File: src/include/scheduler_cfg.svh
// --------------------------------------
// Scheduler configuration
// Sizes of the issue queue, lanes and tags.
// --------------------------------------

`ifndef SCHEDULER_CFG_SVH
`define SCHEDULER_CFG_SVH

// Issue-queue entries.
`define SCHED_ENTRY_NUM 16

// Ops written into the queue per cycle.
`define SCHED_DISPATCH_WIDTH 2

// Grants per cycle, also the number of wakeup lanes.
`define SCHED_ISSUE_WIDTH 2

// Physical-register tag width.
`define SCHED_TAG_BITS 6

// Op identifier width.
`define SCHED_OPID_BITS 8

`endif
File: src/design/schedulerPkg.sv
// --------------------------------------
// Scheduler types
// Index, tag and lane structs of the wakeup/select core.
// --------------------------------------

`include "scheduler_cfg.svh"

package schedulerPkg;

    // Slot number in the issue queue.
    typedef logic [$clog2(`SCHED_ENTRY_NUM)-1:0] IqIndex;

    // Physical-register tag.
    typedef logic [`SCHED_TAG_BITS-1:0] RegTag;

    // Identifier returned with the issued op.
    typedef logic [`SCHED_OPID_BITS-1:0] OpId;

    typedef struct packed {
        RegTag tag;
        logic  ready;
    } SrcOperand;

    // One dispatch lane.
    typedef struct packed {
        logic      valid;
        IqIndex    index;
        RegTag     dstTag;
        SrcOperand src0;
        SrcOperand src1;
        OpId       opId;
    } DispatchOp;

    typedef struct packed {
        logic   valid;
        IqIndex index;
    } IssueGrant;

    // Broadcast from the issue stage back to the tracker.
    typedef struct packed {
        logic  valid;
        RegTag tag;
    } WakeupTag;

    typedef struct packed {
        logic  valid;
        OpId   opId;
        RegTag dstTag;
    } IssuedOp;

endpackage

File: src/design/schedulerTop.sv
// --------------------------------------
// Scheduler top
// Wakeup/select core: tracker, selector, RAMs and issue register.
// --------------------------------------

`timescale 1ns/100ps

`include "scheduler_cfg.svh"

module schedulerTop (
    input  logic                    clk,
    input  logic                    rstN,
    input  logic                    flush,
    input  schedulerPkg::DispatchOp dispatch [`SCHED_DISPATCH_WIDTH],
    output schedulerPkg::IssuedOp   issue    [`SCHED_ISSUE_WIDTH],
    output logic                    schedReady
);

    logic [`SCHED_ENTRY_NUM-1:0] request;
    logic                         sweeping;
    schedulerPkg::IssueGrant      grant       [`SCHED_ISSUE_WIDTH];
    schedulerPkg::RegTag          grantDstTag [`SCHED_ISSUE_WIDTH];
    schedulerPkg::OpId            grantOpId   [`SCHED_ISSUE_WIDTH];
    schedulerPkg::WakeupTag       wakeup      [`SCHED_ISSUE_WIDTH];

    logic                 payloadWe   [`SCHED_DISPATCH_WIDTH];
    schedulerPkg::IqIndex payloadAddr [`SCHED_DISPATCH_WIDTH];
    schedulerPkg::OpId    payloadData [`SCHED_DISPATCH_WIDTH];
    schedulerPkg::IqIndex payloadRa   [`SCHED_ISSUE_WIDTH];

    assign schedReady = !sweeping;

    always_comb begin
        for (int d = 0; d < `SCHED_DISPATCH_WIDTH; d++) begin
            payloadWe[d]   = dispatch[d].valid && !sweeping;
            payloadAddr[d] = dispatch[d].index;
            payloadData[d] = dispatch[d].opId;
        end
        for (int k = 0; k < `SCHED_ISSUE_WIDTH; k++) begin
            payloadRa[k] = grant[k].index;
            // Issued destination tags double as wakeups.
            wakeup[k].valid = issue[k].valid;
            wakeup[k].tag   = issue[k].dstTag;
        end
    end

    readyTracker tracker (
        .clk     (clk),
        .rstN    (rstN),
        .flush   (flush),
        .sweeping(sweeping),
        .dispatch(dispatch),
        .grant   (grant),
        .wakeup  (wakeup),
        .request (request)
    );

    issueSelect selector (
        .clk    (clk),
        .rstN   (rstN),
        .request(request),
        .grant  (grant)
    );

    destinationRam dstRam (
        .clk        (clk),
        .rstN       (rstN),
        .flush      (flush),
        .dispatch   (dispatch),
        .grant      (grant),
        .grantDstTag(grantDstTag),
        .sweeping   (sweeping)
    );

    multiPortRam #(
        .ENTRY_NUM(`SCHED_ENTRY_NUM),
        .READ_NUM (`SCHED_ISSUE_WIDTH),
        .WRITE_NUM(`SCHED_DISPATCH_WIDTH),
        .EntryT   (schedulerPkg::OpId)
    ) payloadRam (
        .clk(clk),
        .we (payloadWe),
        .wa (payloadAddr),
        .wv (payloadData),
        .ra (payloadRa),
        .rv (grantOpId)
    );

    // Issue register.
    always_ff @(posedge clk or negedge rstN) begin
        if (!rstN) begin
            for (int k = 0; k < `SCHED_ISSUE_WIDTH; k++) begin
                issue[k] <= '0;
            end
        end else begin
            for (int k = 0; k < `SCHED_ISSUE_WIDTH; k++) begin
                issue[k].valid  <= grant[k].valid;
                issue[k].opId   <= grantOpId[k];
                issue[k].dstTag <= grantDstTag[k];
            end
        end
    end

endmodule

File: src/design/issueSelect.sv
// --------------------------------------
// Issue select
// Grants the lowest requesting entries, one per issue lane.
// --------------------------------------

`timescale 1ns/100ps

`include "scheduler_cfg.svh"

module issueSelect (
    input  logic                         clk,
    input  logic                         rstN,
    input  logic [`SCHED_ENTRY_NUM-1:0] request,
    output schedulerPkg::IssueGrant      grant [`SCHED_ISSUE_WIDTH]
);

    schedulerPkg::IssueGrant pick [`SCHED_ISSUE_WIDTH];

    // Scan upward; each hit fills the next free lane.
    always_comb begin
        int laneCnt;
        laneCnt = 0;
        for (int k = 0; k < `SCHED_ISSUE_WIDTH; k++) begin
            pick[k] = '0;
        end
        for (int i = 0; i < `SCHED_ENTRY_NUM; i++) begin
            if (request[i] && (laneCnt < `SCHED_ISSUE_WIDTH)) begin
                pick[laneCnt].valid = 1'b1;
                pick[laneCnt].index = schedulerPkg::IqIndex'(i);
                laneCnt++;
            end
        end
    end

    always_ff @(posedge clk or negedge rstN) begin
        if (!rstN) begin
            for (int k = 0; k < `SCHED_ISSUE_WIDTH; k++) begin
                grant[k] <= '0;
            end
        end else begin
            for (int k = 0; k < `SCHED_ISSUE_WIDTH; k++) begin
                grant[k] <= pick[k];
            end
        end
    end

    // Same slot on two lanes would issue one op twice.
    for (genvar a = 0; a < `SCHED_ISSUE_WIDTH; a++) begin : gLaneCheckA
        for (genvar b = a + 1; b < `SCHED_ISSUE_WIDTH; b++) begin : gLaneCheckB
            distinctGrant: assert property (
                @(posedge clk) disable iff (!rstN)
                (grant[a].valid && grant[b].valid) |-> (grant[a].index != grant[b].index)
            ) else $error("issueSelect: lanes %0d and %0d share slot %0d",
                          a, b, grant[a].index);
        end
    end

endmodule

File: src/design/readyTracker.sv
// --------------------------------------
// Ready tracker
// Per-entry valid and source state, wakeup match, request vector.
// --------------------------------------

`timescale 1ns/100ps

`include "scheduler_cfg.svh"

module readyTracker (
    input  logic                         clk,
    input  logic                         rstN,
    input  logic                         flush,
    input  logic                         sweeping,
    input  schedulerPkg::DispatchOp      dispatch [`SCHED_DISPATCH_WIDTH],
    input  schedulerPkg::IssueGrant      grant    [`SCHED_ISSUE_WIDTH],
    input  schedulerPkg::WakeupTag       wakeup   [`SCHED_ISSUE_WIDTH],
    output logic [`SCHED_ENTRY_NUM-1:0] request
);

    logic [`SCHED_ENTRY_NUM-1:0] entryValid;
    logic [`SCHED_ENTRY_NUM-1:0] nextValid;
    logic [`SCHED_ENTRY_NUM-1:0] grantMask;
    logic [`SCHED_ENTRY_NUM-1:0] dispatchMask;
    logic [`SCHED_ENTRY_NUM-1:0] bothReady;

    // Index 0 and 1 are the two sources.
    schedulerPkg::SrcOperand srcState [`SCHED_ENTRY_NUM][2];

    // True when any live wakeup lane carries this tag.
    function automatic logic wakeupHit(schedulerPkg::RegTag tag);
        logic hit;
        hit = 1'b0;
        for (int k = 0; k < `SCHED_ISSUE_WIDTH; k++) begin
            if (wakeup[k].valid && (wakeup[k].tag == tag)) begin
                hit = 1'b1;
            end
        end
        return hit;
    endfunction

    always_comb begin
        grantMask    = '0;
        dispatchMask = '0;
        for (int k = 0; k < `SCHED_ISSUE_WIDTH; k++) begin
            if (grant[k].valid) begin
                grantMask[grant[k].index] = 1'b1;
            end
        end
        for (int d = 0; d < `SCHED_DISPATCH_WIDTH; d++) begin
            if (dispatch[d].valid && !sweeping) begin
                dispatchMask[dispatch[d].index] = 1'b1;
            end
        end
        for (int e = 0; e < `SCHED_ENTRY_NUM; e++) begin
            bothReady[e] = srcState[e][0].ready && srcState[e][1].ready;
        end
        nextValid = (entryValid & ~grantMask) | dispatchMask;
        // Entries granted last edge are masked until they are cleared.
        request = entryValid & bothReady & ~grantMask;
    end

    always_ff @(posedge clk or negedge rstN) begin
        if (!rstN) begin
            entryValid <= '0;
        end else if (flush) begin
            entryValid <= '0;
        end else begin
            entryValid <= nextValid;
        end
    end

    // Wakeups set flags; a new dispatch overwrites its slot.
    always_ff @(posedge clk) begin
        for (int e = 0; e < `SCHED_ENTRY_NUM; e++) begin
            for (int s = 0; s < 2; s++) begin
                srcState[e][s].ready <= srcState[e][s].ready | wakeupHit(srcState[e][s].tag);
            end
        end
        for (int d = 0; d < `SCHED_DISPATCH_WIDTH; d++) begin
            if (dispatch[d].valid && !sweeping) begin
                srcState[dispatch[d].index][0] <= '{
                    tag:   dispatch[d].src0.tag,
                    ready: dispatch[d].src0.ready | wakeupHit(dispatch[d].src0.tag)
                };
                srcState[dispatch[d].index][1] <= '{
                    tag:   dispatch[d].src1.tag,
                    ready: dispatch[d].src1.ready | wakeupHit(dispatch[d].src1.tag)
                };
            end
        end
    end

    // Dispatcher owns the slots, so it must pick free ones and respect the sweep.
    for (genvar d = 0; d < `SCHED_DISPATCH_WIDTH; d++) begin : gDispatchCheck
        dispatchToFree: assert property (
            @(posedge clk) disable iff (!rstN)
            dispatch[d].valid |-> !entryValid[dispatch[d].index]
        ) else $error("readyTracker: lane %0d dispatches into busy slot", d);

        noDispatchInSweep: assert property (
            @(posedge clk) disable iff (!rstN)
            sweeping |-> !dispatch[d].valid
        ) else $error("readyTracker: lane %0d dispatches during sweep", d);
    end

endmodule

File: src/design/destinationRam.sv
// --------------------------------------
// Destination-tag table
// Read with grant indices; cleared by a sweep after reset or flush.
// --------------------------------------

`timescale 1ns/100ps

`include "scheduler_cfg.svh"

module destinationRam (
    input  logic                    clk,
    input  logic                    rstN,
    input  logic                    flush,
    input  schedulerPkg::DispatchOp dispatch    [`SCHED_DISPATCH_WIDTH],
    input  schedulerPkg::IssueGrant grant       [`SCHED_ISSUE_WIDTH],
    output schedulerPkg::RegTag     grantDstTag [`SCHED_ISSUE_WIDTH],
    output logic                    sweeping
);

    logic                 ramWe   [`SCHED_DISPATCH_WIDTH];
    schedulerPkg::IqIndex ramAddr [`SCHED_DISPATCH_WIDTH];
    schedulerPkg::RegTag  ramData [`SCHED_DISPATCH_WIDTH];
    schedulerPkg::IqIndex readPtr [`SCHED_ISSUE_WIDTH];
    schedulerPkg::IqIndex sweepCnt;

    // Sweep starts out of reset and again on every flush.
    always_ff @(posedge clk or negedge rstN) begin
        if (!rstN) begin
            sweeping <= 1'b1;
            sweepCnt <= '0;
        end else if (flush) begin
            sweeping <= 1'b1;
            sweepCnt <= '0;
        end else if (sweeping) begin
            sweepCnt <= sweepCnt + 1'b1;
            if (sweepCnt == schedulerPkg::IqIndex'(`SCHED_ENTRY_NUM - 1)) begin
                sweeping <= 1'b0;
            end
        end
    end

    always_comb begin
        for (int i = 0; i < `SCHED_DISPATCH_WIDTH; i++) begin
            ramWe[i]   = dispatch[i].valid;
            ramAddr[i] = dispatch[i].index;
            ramData[i] = dispatch[i].dstTag;
        end

        // Sweep takes port 0 and silences the rest.
        if (sweeping) begin
            for (int i = 0; i < `SCHED_DISPATCH_WIDTH; i++) begin
                ramWe[i] = 1'b0;
            end
            ramWe[0]   = 1'b1;
            ramAddr[0] = sweepCnt;
            ramData[0] = '0;
        end

        for (int i = 0; i < `SCHED_ISSUE_WIDTH; i++) begin
            readPtr[i] = grant[i].index;
        end
    end

    multiPortRam #(
        .ENTRY_NUM(`SCHED_ENTRY_NUM),
        .READ_NUM (`SCHED_ISSUE_WIDTH),
        .WRITE_NUM(`SCHED_DISPATCH_WIDTH),
        .EntryT   (schedulerPkg::RegTag)
    ) dstRam (
        .clk(clk),
        .we (ramWe),
        .wa (ramAddr),
        .wv (ramData),
        .ra (readPtr),
        .rv (grantDstTag)
    );

endmodule

File: src/design/multiPortRam.sv
// --------------------------------------
// Multi-port distributed RAM
// Flop storage, several write ports, combinational reads.
// --------------------------------------

`timescale 1ns/100ps

module multiPortRam #(
    parameter int  ENTRY_NUM = 16,
    parameter int  READ_NUM  = 2,
    parameter int  WRITE_NUM = 2,
    parameter type EntryT    = logic [7:0]
) (
    input  logic                 clk,
    input  logic                 we [WRITE_NUM],
    input  schedulerPkg::IqIndex wa [WRITE_NUM],
    input  EntryT                wv [WRITE_NUM],
    input  schedulerPkg::IqIndex ra [READ_NUM],
    output EntryT                rv [READ_NUM]
);

    EntryT mem [ENTRY_NUM];

    // Ports are applied in order, so the highest enabled port wins.
    always_ff @(posedge clk) begin
        for (int i = 0; i < WRITE_NUM; i++) begin
            if (we[i]) begin
                mem[wa[i]] <= wv[i];
            end
        end
    end

    // Reads see the contents before this cycle's writes.
    always_comb begin
        for (int i = 0; i < READ_NUM; i++) begin
            rv[i] = mem[ra[i]];
        end
    end

    // Two lanes hitting one slot means the caller lost track of its indices.
    for (genvar i = 0; i < WRITE_NUM; i++) begin : gWriteCheckA
        for (genvar j = i + 1; j < WRITE_NUM; j++) begin : gWriteCheckB
            writeConflict: assert property (
                @(posedge clk) !(we[i] && we[j] && (wa[i] == wa[j]))
            ) else $error("multiPortRam: ports %0d and %0d write slot %0d", i, j, wa[i]);
        end
    end

endmodule

File: config.mk
export PLATFORM = sky130hd
export DESIGN_NAME = schedulerTop
export DESIGN_NICKNAME = d
export VERILOG_FILES = /design/src/design/schedulerPkg.sv /design/src/design/schedulerTop.sv /design/src/design/issueSelect.sv /design/src/design/readyTracker.sv /design/src/design/destinationRam.sv /design/src/design/multiPortRam.sv
export VERILOG_INCLUDE_DIRS = /design/src /design/src/include
export SDC_FILE = /design/constraint.sdc
export NUM_CORES = 1
export LEC_CHECK = 0
export ABC_AREA = 1
export BUFFER_PORTS_ARGS = -buffer_cell sky130_fd_sc_hd__clkbuf_2
export CAP_MARGIN = 20
export CELL_PAD_IN_SITES_DETAIL_PLACEMENT = 1
export CELL_PAD_IN_SITES_GLOBAL_PLACEMENT = 2
export CORE_MARGIN = 2
export CORE_UTILIZATION = 25
export DETAILED_ROUTE_END_ITERATION = 8
export PLACE_DENSITY_LB_ADDON = 0.25
export REMOVE_ABC_BUFFERS = 1
export SKIP_CTS_REPAIR_TIMING = 1
export SLEW_MARGIN = 20
export SYNTH_ARGS = -nofsm -noshare
export SYNTH_HDL_FRONTEND = slang
export SYNTH_SLANG_ARGS = --single-unit
File: constraint.sdc
create_clock -name clk -period 11.4 [get_ports clk]
set_clock_uncertainty 0.05 [all_clocks]
set_input_delay 1.14 -clock clk [delete_from_list [all_inputs] [get_ports clk]]
set_output_delay 1.14 -clock clk [all_outputs]
set_load 0.02 [all_outputs]
# == Word-level counts from Yosys, hierarchy flattened ==
# Memory sizes are Yosys's and may differ from the RTL's. A register that Yosys moved wholly into a read port is not among the register bits.
# Index checks and enable logic that the tools add are counted.
# totals
inputBits,69
ff_bits,33
word_cells,567
memories,3
out_inout_bits,31
ramBits,448
# memory_table
name,words,word_bits,rd,rd_ports_with_merged_regs,write_ports,line,text
tracker.srcState,16,14,16,0,18,readyTracker.sv:28,schedulerPkg::SrcOperand srcState [`SCHED_ENTRY_NUM][2];
payloadRam.mem,16,8,2,2,2,multiPortRam.sv:22,EntryT mem [ENTRY_NUM];
dstRam.dstRam.mem,16,6,2,2,2,multiPortRam.sv:22,
# op_classes
order_cmp,53
bitwise_logic,58
n_reduce_logical,130
n_mux,226
addsub,15
n_eq_ne,73
# ops
op,count
$ge 32x2->1 const B,15
$lt 32x1->1 const B,15
$lt 32x3->1 const B,14
$mux 32,14
$not 32->32,14
$eq 6x6->1,72
$add 32x2->32 const B,13
$bwmux 10,30
$demux 5 s1,30
$mux 10,15
$logic_and 1x1->1,124
$mux 1,92
$mux 16,5
$mux 5,16
$mux 4,18
$and 16x16->16,3
$or 16x16->16,3
$or 1x1->1,36
$not 1->32,1
$lt 4x5->1 const B,4
$demux 1 s4,4
$ge 4x1->1 const B,4
$not 16->16,1
$mux 6,1
other kinds (7),11

# == Longest topological paths before layout ==
# depth
depth_word,60
mapped_depth,67
mapped_depth_nobuf,67

# == Modules after synthesis ==
# Synthesis repeated with hierarchy kept, for this count alone.
# unflattened
cells_unflattened,5077
area_unflattened_um2,35246.3
# by_module_without_submodules
mod,seq_area_each_um2,cells_each,instances,area_per_inst_um2
readyTracker,6806.5,2605,1,17314.1
multiPortRam (payloadRam),3843.7,1178,1,8324.2
multiPortRam (dstRam.dstRam),2882.8,905,1,6406.1
issueSelect,250.2,300,1,2068.2
schedulerTop,750.7,35,1,769.5
destinationRam,126.4,54,1,364.1

# == Worst setup path after synthesis ==
# No wires, ideal clock.
# synth_path
path_type,reg-to-reg
startpoint,"register, netlist name selector.grant[6]"
endpoint,"register, netlist name selector.grant[2]"
arrival_time_ns,9.314
n_path_buf,2
setup_time_ns,0.129
synth_period_minus_slack_ns,9.494
slack_ns,1.906
stages_incl_launch_ff,59
required_ns,11.221
cell_sequence,dfrtp_1 nor2_1 clkbuf_1 buf_1 a21oi_1 inv_1 nor3_1 ha_1 nor2_1 fa_1 ha_1 nand2_2 nand2_4 ha_1 nand3b_2 nand2_2 inv_2 ha_1 (+23 left out) nand3_1 nand2_2 inv_2 ha_1 inv_1 nand4_1 nand3_1 inv_1 ha_1 inv_1 a21oi_4 ha_1 inv_1 nand4_1 nand3_1 nor2_2 nand2_1 nand3_1

==> summary.txt <==
status: completed
# placed instances: 5199
Worst Hold Class: flip-flop to flip-flop
Synth Area in XOR/XNOR: 2.29%
CTS tree: yes
first-pass GRT wire length: 219 mm
DR DRC count: 0
I/O Buffers: 99
clk_lat worst skew: 0.68 ns
CP required: 11.88 ns
share of the synthesized area in the top cell type: 40.2%
Post-Layout Inst Area: 35400 µm²
Max-Cap Viols: 0
clock sink count: 509
full die area: 127000 µm²
post-synthesis average cell area: 8.49 µm²
Antenna Cells: 0
H-tree depth: 2
Final Setup Violations: 0
dpl hpwl: 95.6 mm
critical path class: flip-flop to flip-flop
fin nets: 3722
Post-Syn Instances: 3658
final cell count without fillers: 5316
complex-gate fraction of the synthesized area: 24.5%
grt ovf: 0
iteration count of the initial detailed-routing pass: 5
post-synth top area cell: edfxtp_1
Top Ports: 100
Via density: 5.52
Seq cells post-synth: 509
placed inst area: 33400 µm²
top cells by area, synth: edfxtp_1 40%, nand2_1 8.0%, o21ai_0 7.5%
mux cell area share after synthesis: 0%
Critical-path top delay cell: dfrtp_1
Starting DRT DRC Count: 3013
CTS root buf: clkbuf_16
antenna viol nets, final: 0
largest net degree at the start of global routing: 62
final core occ: 28.7%
peak supply drop: 0.122 mV
WL final: 155 mm
relative max-transition margin: 25.2%
RSZ-0062 raised after global routing: no
Tightest Pin Transition: 1.12 ns
post-synthesis sequential area ratio: 47.2%
Post-Synth Simple-Gate Area: 15.9%
Tcrit/Tclk final: 91.0%
Die Y: 356 µm
Site Rows: 129
Pwr Density: 130 nW/µm²
clk buf depth: 3
GRT Util Overall: 23.8%
Post-synth EDFFs: 416
initial antenna violation count: 6
cell area after synthesis: 31000 µm²
Slew Limit Fails: 0
CP max stage delay: 0.54 ns
critical path arrival: 10.86 ns
Crit. End Element: flip-flop
Reg clk slew, reported paths: 0.06 ns
Fmax achieved: 0.0964 GHz
Worst Path Max Fanout: 10
Worst path most repeated cell: inv_1
largest family of logic cells by synthesized area: compound AO/OA/AOI/OAI gates
vias in the first global route: 29500
startpoint types: flip-flop
DR WL/cell: 29.1 µm
Core Area: 123000 µm²
Yosys cell types: 69
ys async rst share: 12.0%
yosys warns: 0
Post-Synth Adder-Cell Area: 1.07%
final count of hold timing violations: 0
setup TNS: 0 ns
clock period minus worst slack: 10.38 ns
Vias: 29400
routability congestion estimate: 0.828
Starting Density: 25.1%
standby leakage power: 0.0135 µW
Die Wd: 356 µm
CTS buffer count: 60
area growth from synthesis to layout: 14.2%
fraction of layout cells with a size suffix above 1: 11.9%
leading register cell type out of synthesis: edfxtp_1
-- layout make-up --
type | instances | area (µm²)
clock inverter | 39 | 433
multi-input combinational | 2402 | 13600
inverter | 434 | 1630
timing repair buffer | 220 | 1430
clock buffer | 75 | 1590
tap | 1637 | 2050
sequential | 509 | 14700
fill | 14400 | 88000
-- path summary, 6_finish.rpt --
path / from / cells after the start / slack, ns / end
max: selector.grant[9] / 61 / 1.02 / selector.grant[2]
min: selector.grant[4] / 0 / 0.43 / issue[14]
max reg2reg: selector.grant[9] / 61 / 1.02 / selector.grant[2]
min reg2reg: selector.grant[4] / 0 / 0.43 / issue[14]
max in group asynchronous: rstN / 1 / 9.99 / issue[4]
min in group asynchronous: rstN / 1 / 0.57 / issue[21]
-- metal layers --
metal  up-vias  wire length, µm  global-route usage (%)
met5         -                0                       0
li1      13200                -                       -
met2      1106            71400                    39.0
met4         0             5800                    8.32
met3       247             9700                    3.41
met1     14900            67700                    32.0
-- sequential cells by signal, indices dropped and copies added, names as in the netlist --
signal              flops
tracker.entryValid     16
dstRam.sweepCnt         4
issue                  30
selector.grant         10
tracker.srcState      224
dstRam.sweeping         1
dstRam.dstRam.mem      96
payloadRam.mem        128
-- cell usage after synthesis (all sizes together), types with 4 or more instances --
cell     count
clkinv      16
xor2        44
o2111ai     41
nor3        25
a41oi        4
a31oi       20
ha          25
xnor2       37
nand4       52
o22ai      155
dfrtp       60
a211oi       7
clkbuf     264
o41ai       11
nor2       142
o31ai        9
nand2      686
a22oi      116
a2111oi     41
or2          9
o21ai      469
dfxtp       32
nor4        16
inv        418
o211ai      27
a221oi      42
o221ai     140
buf         49
a21oi       58
nand3      202
edfxtp     416
-- kinds of logic (layout without fill, tap and decap cells) --
kind of cell,after synthesis,after routing
DFF,509,509
and+or+nand+nor,1137,1137
buffers and inverters,747,768
adders and majority gates,26,26
AOI/OAI and AO/OA,1158,1158
xor gates and xnor gates,81,81
-- placed cells by master (no fill, tap or decap), types with 6 or more instances in the layout --
master,synthesis,routed
o41ai_1,11,11
edfxtp_1,416,416
dfxtp_1,32,32
a31oi_1,18,18
xnor2_1,37,37
bufinv_16,0,8
nor4_1,16,16
dfrtp_2,0,10
a211oi_1,7,7
a2111oi_0,41,41
clkinv_2,0,18
clkinv_1,16,18
a21oi_1,56,56
a221oi_1,42,42
ha_1,25,25
o22ai_1,155,155
o2111ai_1,41,41
clkbuf_16,0,60
clkbuf_2,0,98
nand2_2,23,27
nor2_1,133,125
clkbuf_1,264,12
a22oi_1,116,116
dfrtp_1,60,50
xor2_1,44,44
o31ai_1,8,8
nand3_1,197,197
o21ai_0,467,457
nand2_1,661,657
inv_1,401,388
o21ai_1,1,9
nor2_2,6,11
nor2_4,3,6
buf_4,1,119
nand4_1,51,51
o221ai_1,140,140
nor3_1,24,23
or2_2,7,7
inv_2,16,33
o211ai_1,27,27
-- per-stage QoR --
| stage | hold slack, ns | total power, µW | setup WS, ns |
|---|---|---|---|
| 3_3_place_gp | 0.416 | 2600 | 1.11 |
| 4_1_cts | 0.432 | 4640 | 0.780 |
| 6_report | 0.427 | 4620 | 1.02 |
| 3_5_place_dp | 0.417 | 2600 | 0.811 |
| 2_1_floorplan | 0.362 | 2320 | 0.412 |
| 5_1_grt | 0.440 | 4740 | 0.0243 |
-- report_power, final --
part	total (µW)	internal (µW)	switching (µW)	leakage, µW
clock	2050	1170	877	0.000993
combinational	493	124	369	0.00806
sequential	2080	2030	46.3	0.00446
-- critical path, delay by kind of cell, from the launching register on --
kind                       cells  cell delay, ns
AOI/OAI and AO/OA              5            1.06
DFF                            1            0.54
buffers and inverters         18            1.33
adders and majority gates     12            3.47
and+or+nand+nor               26            3.79
(Power assumes the default switching activity.)
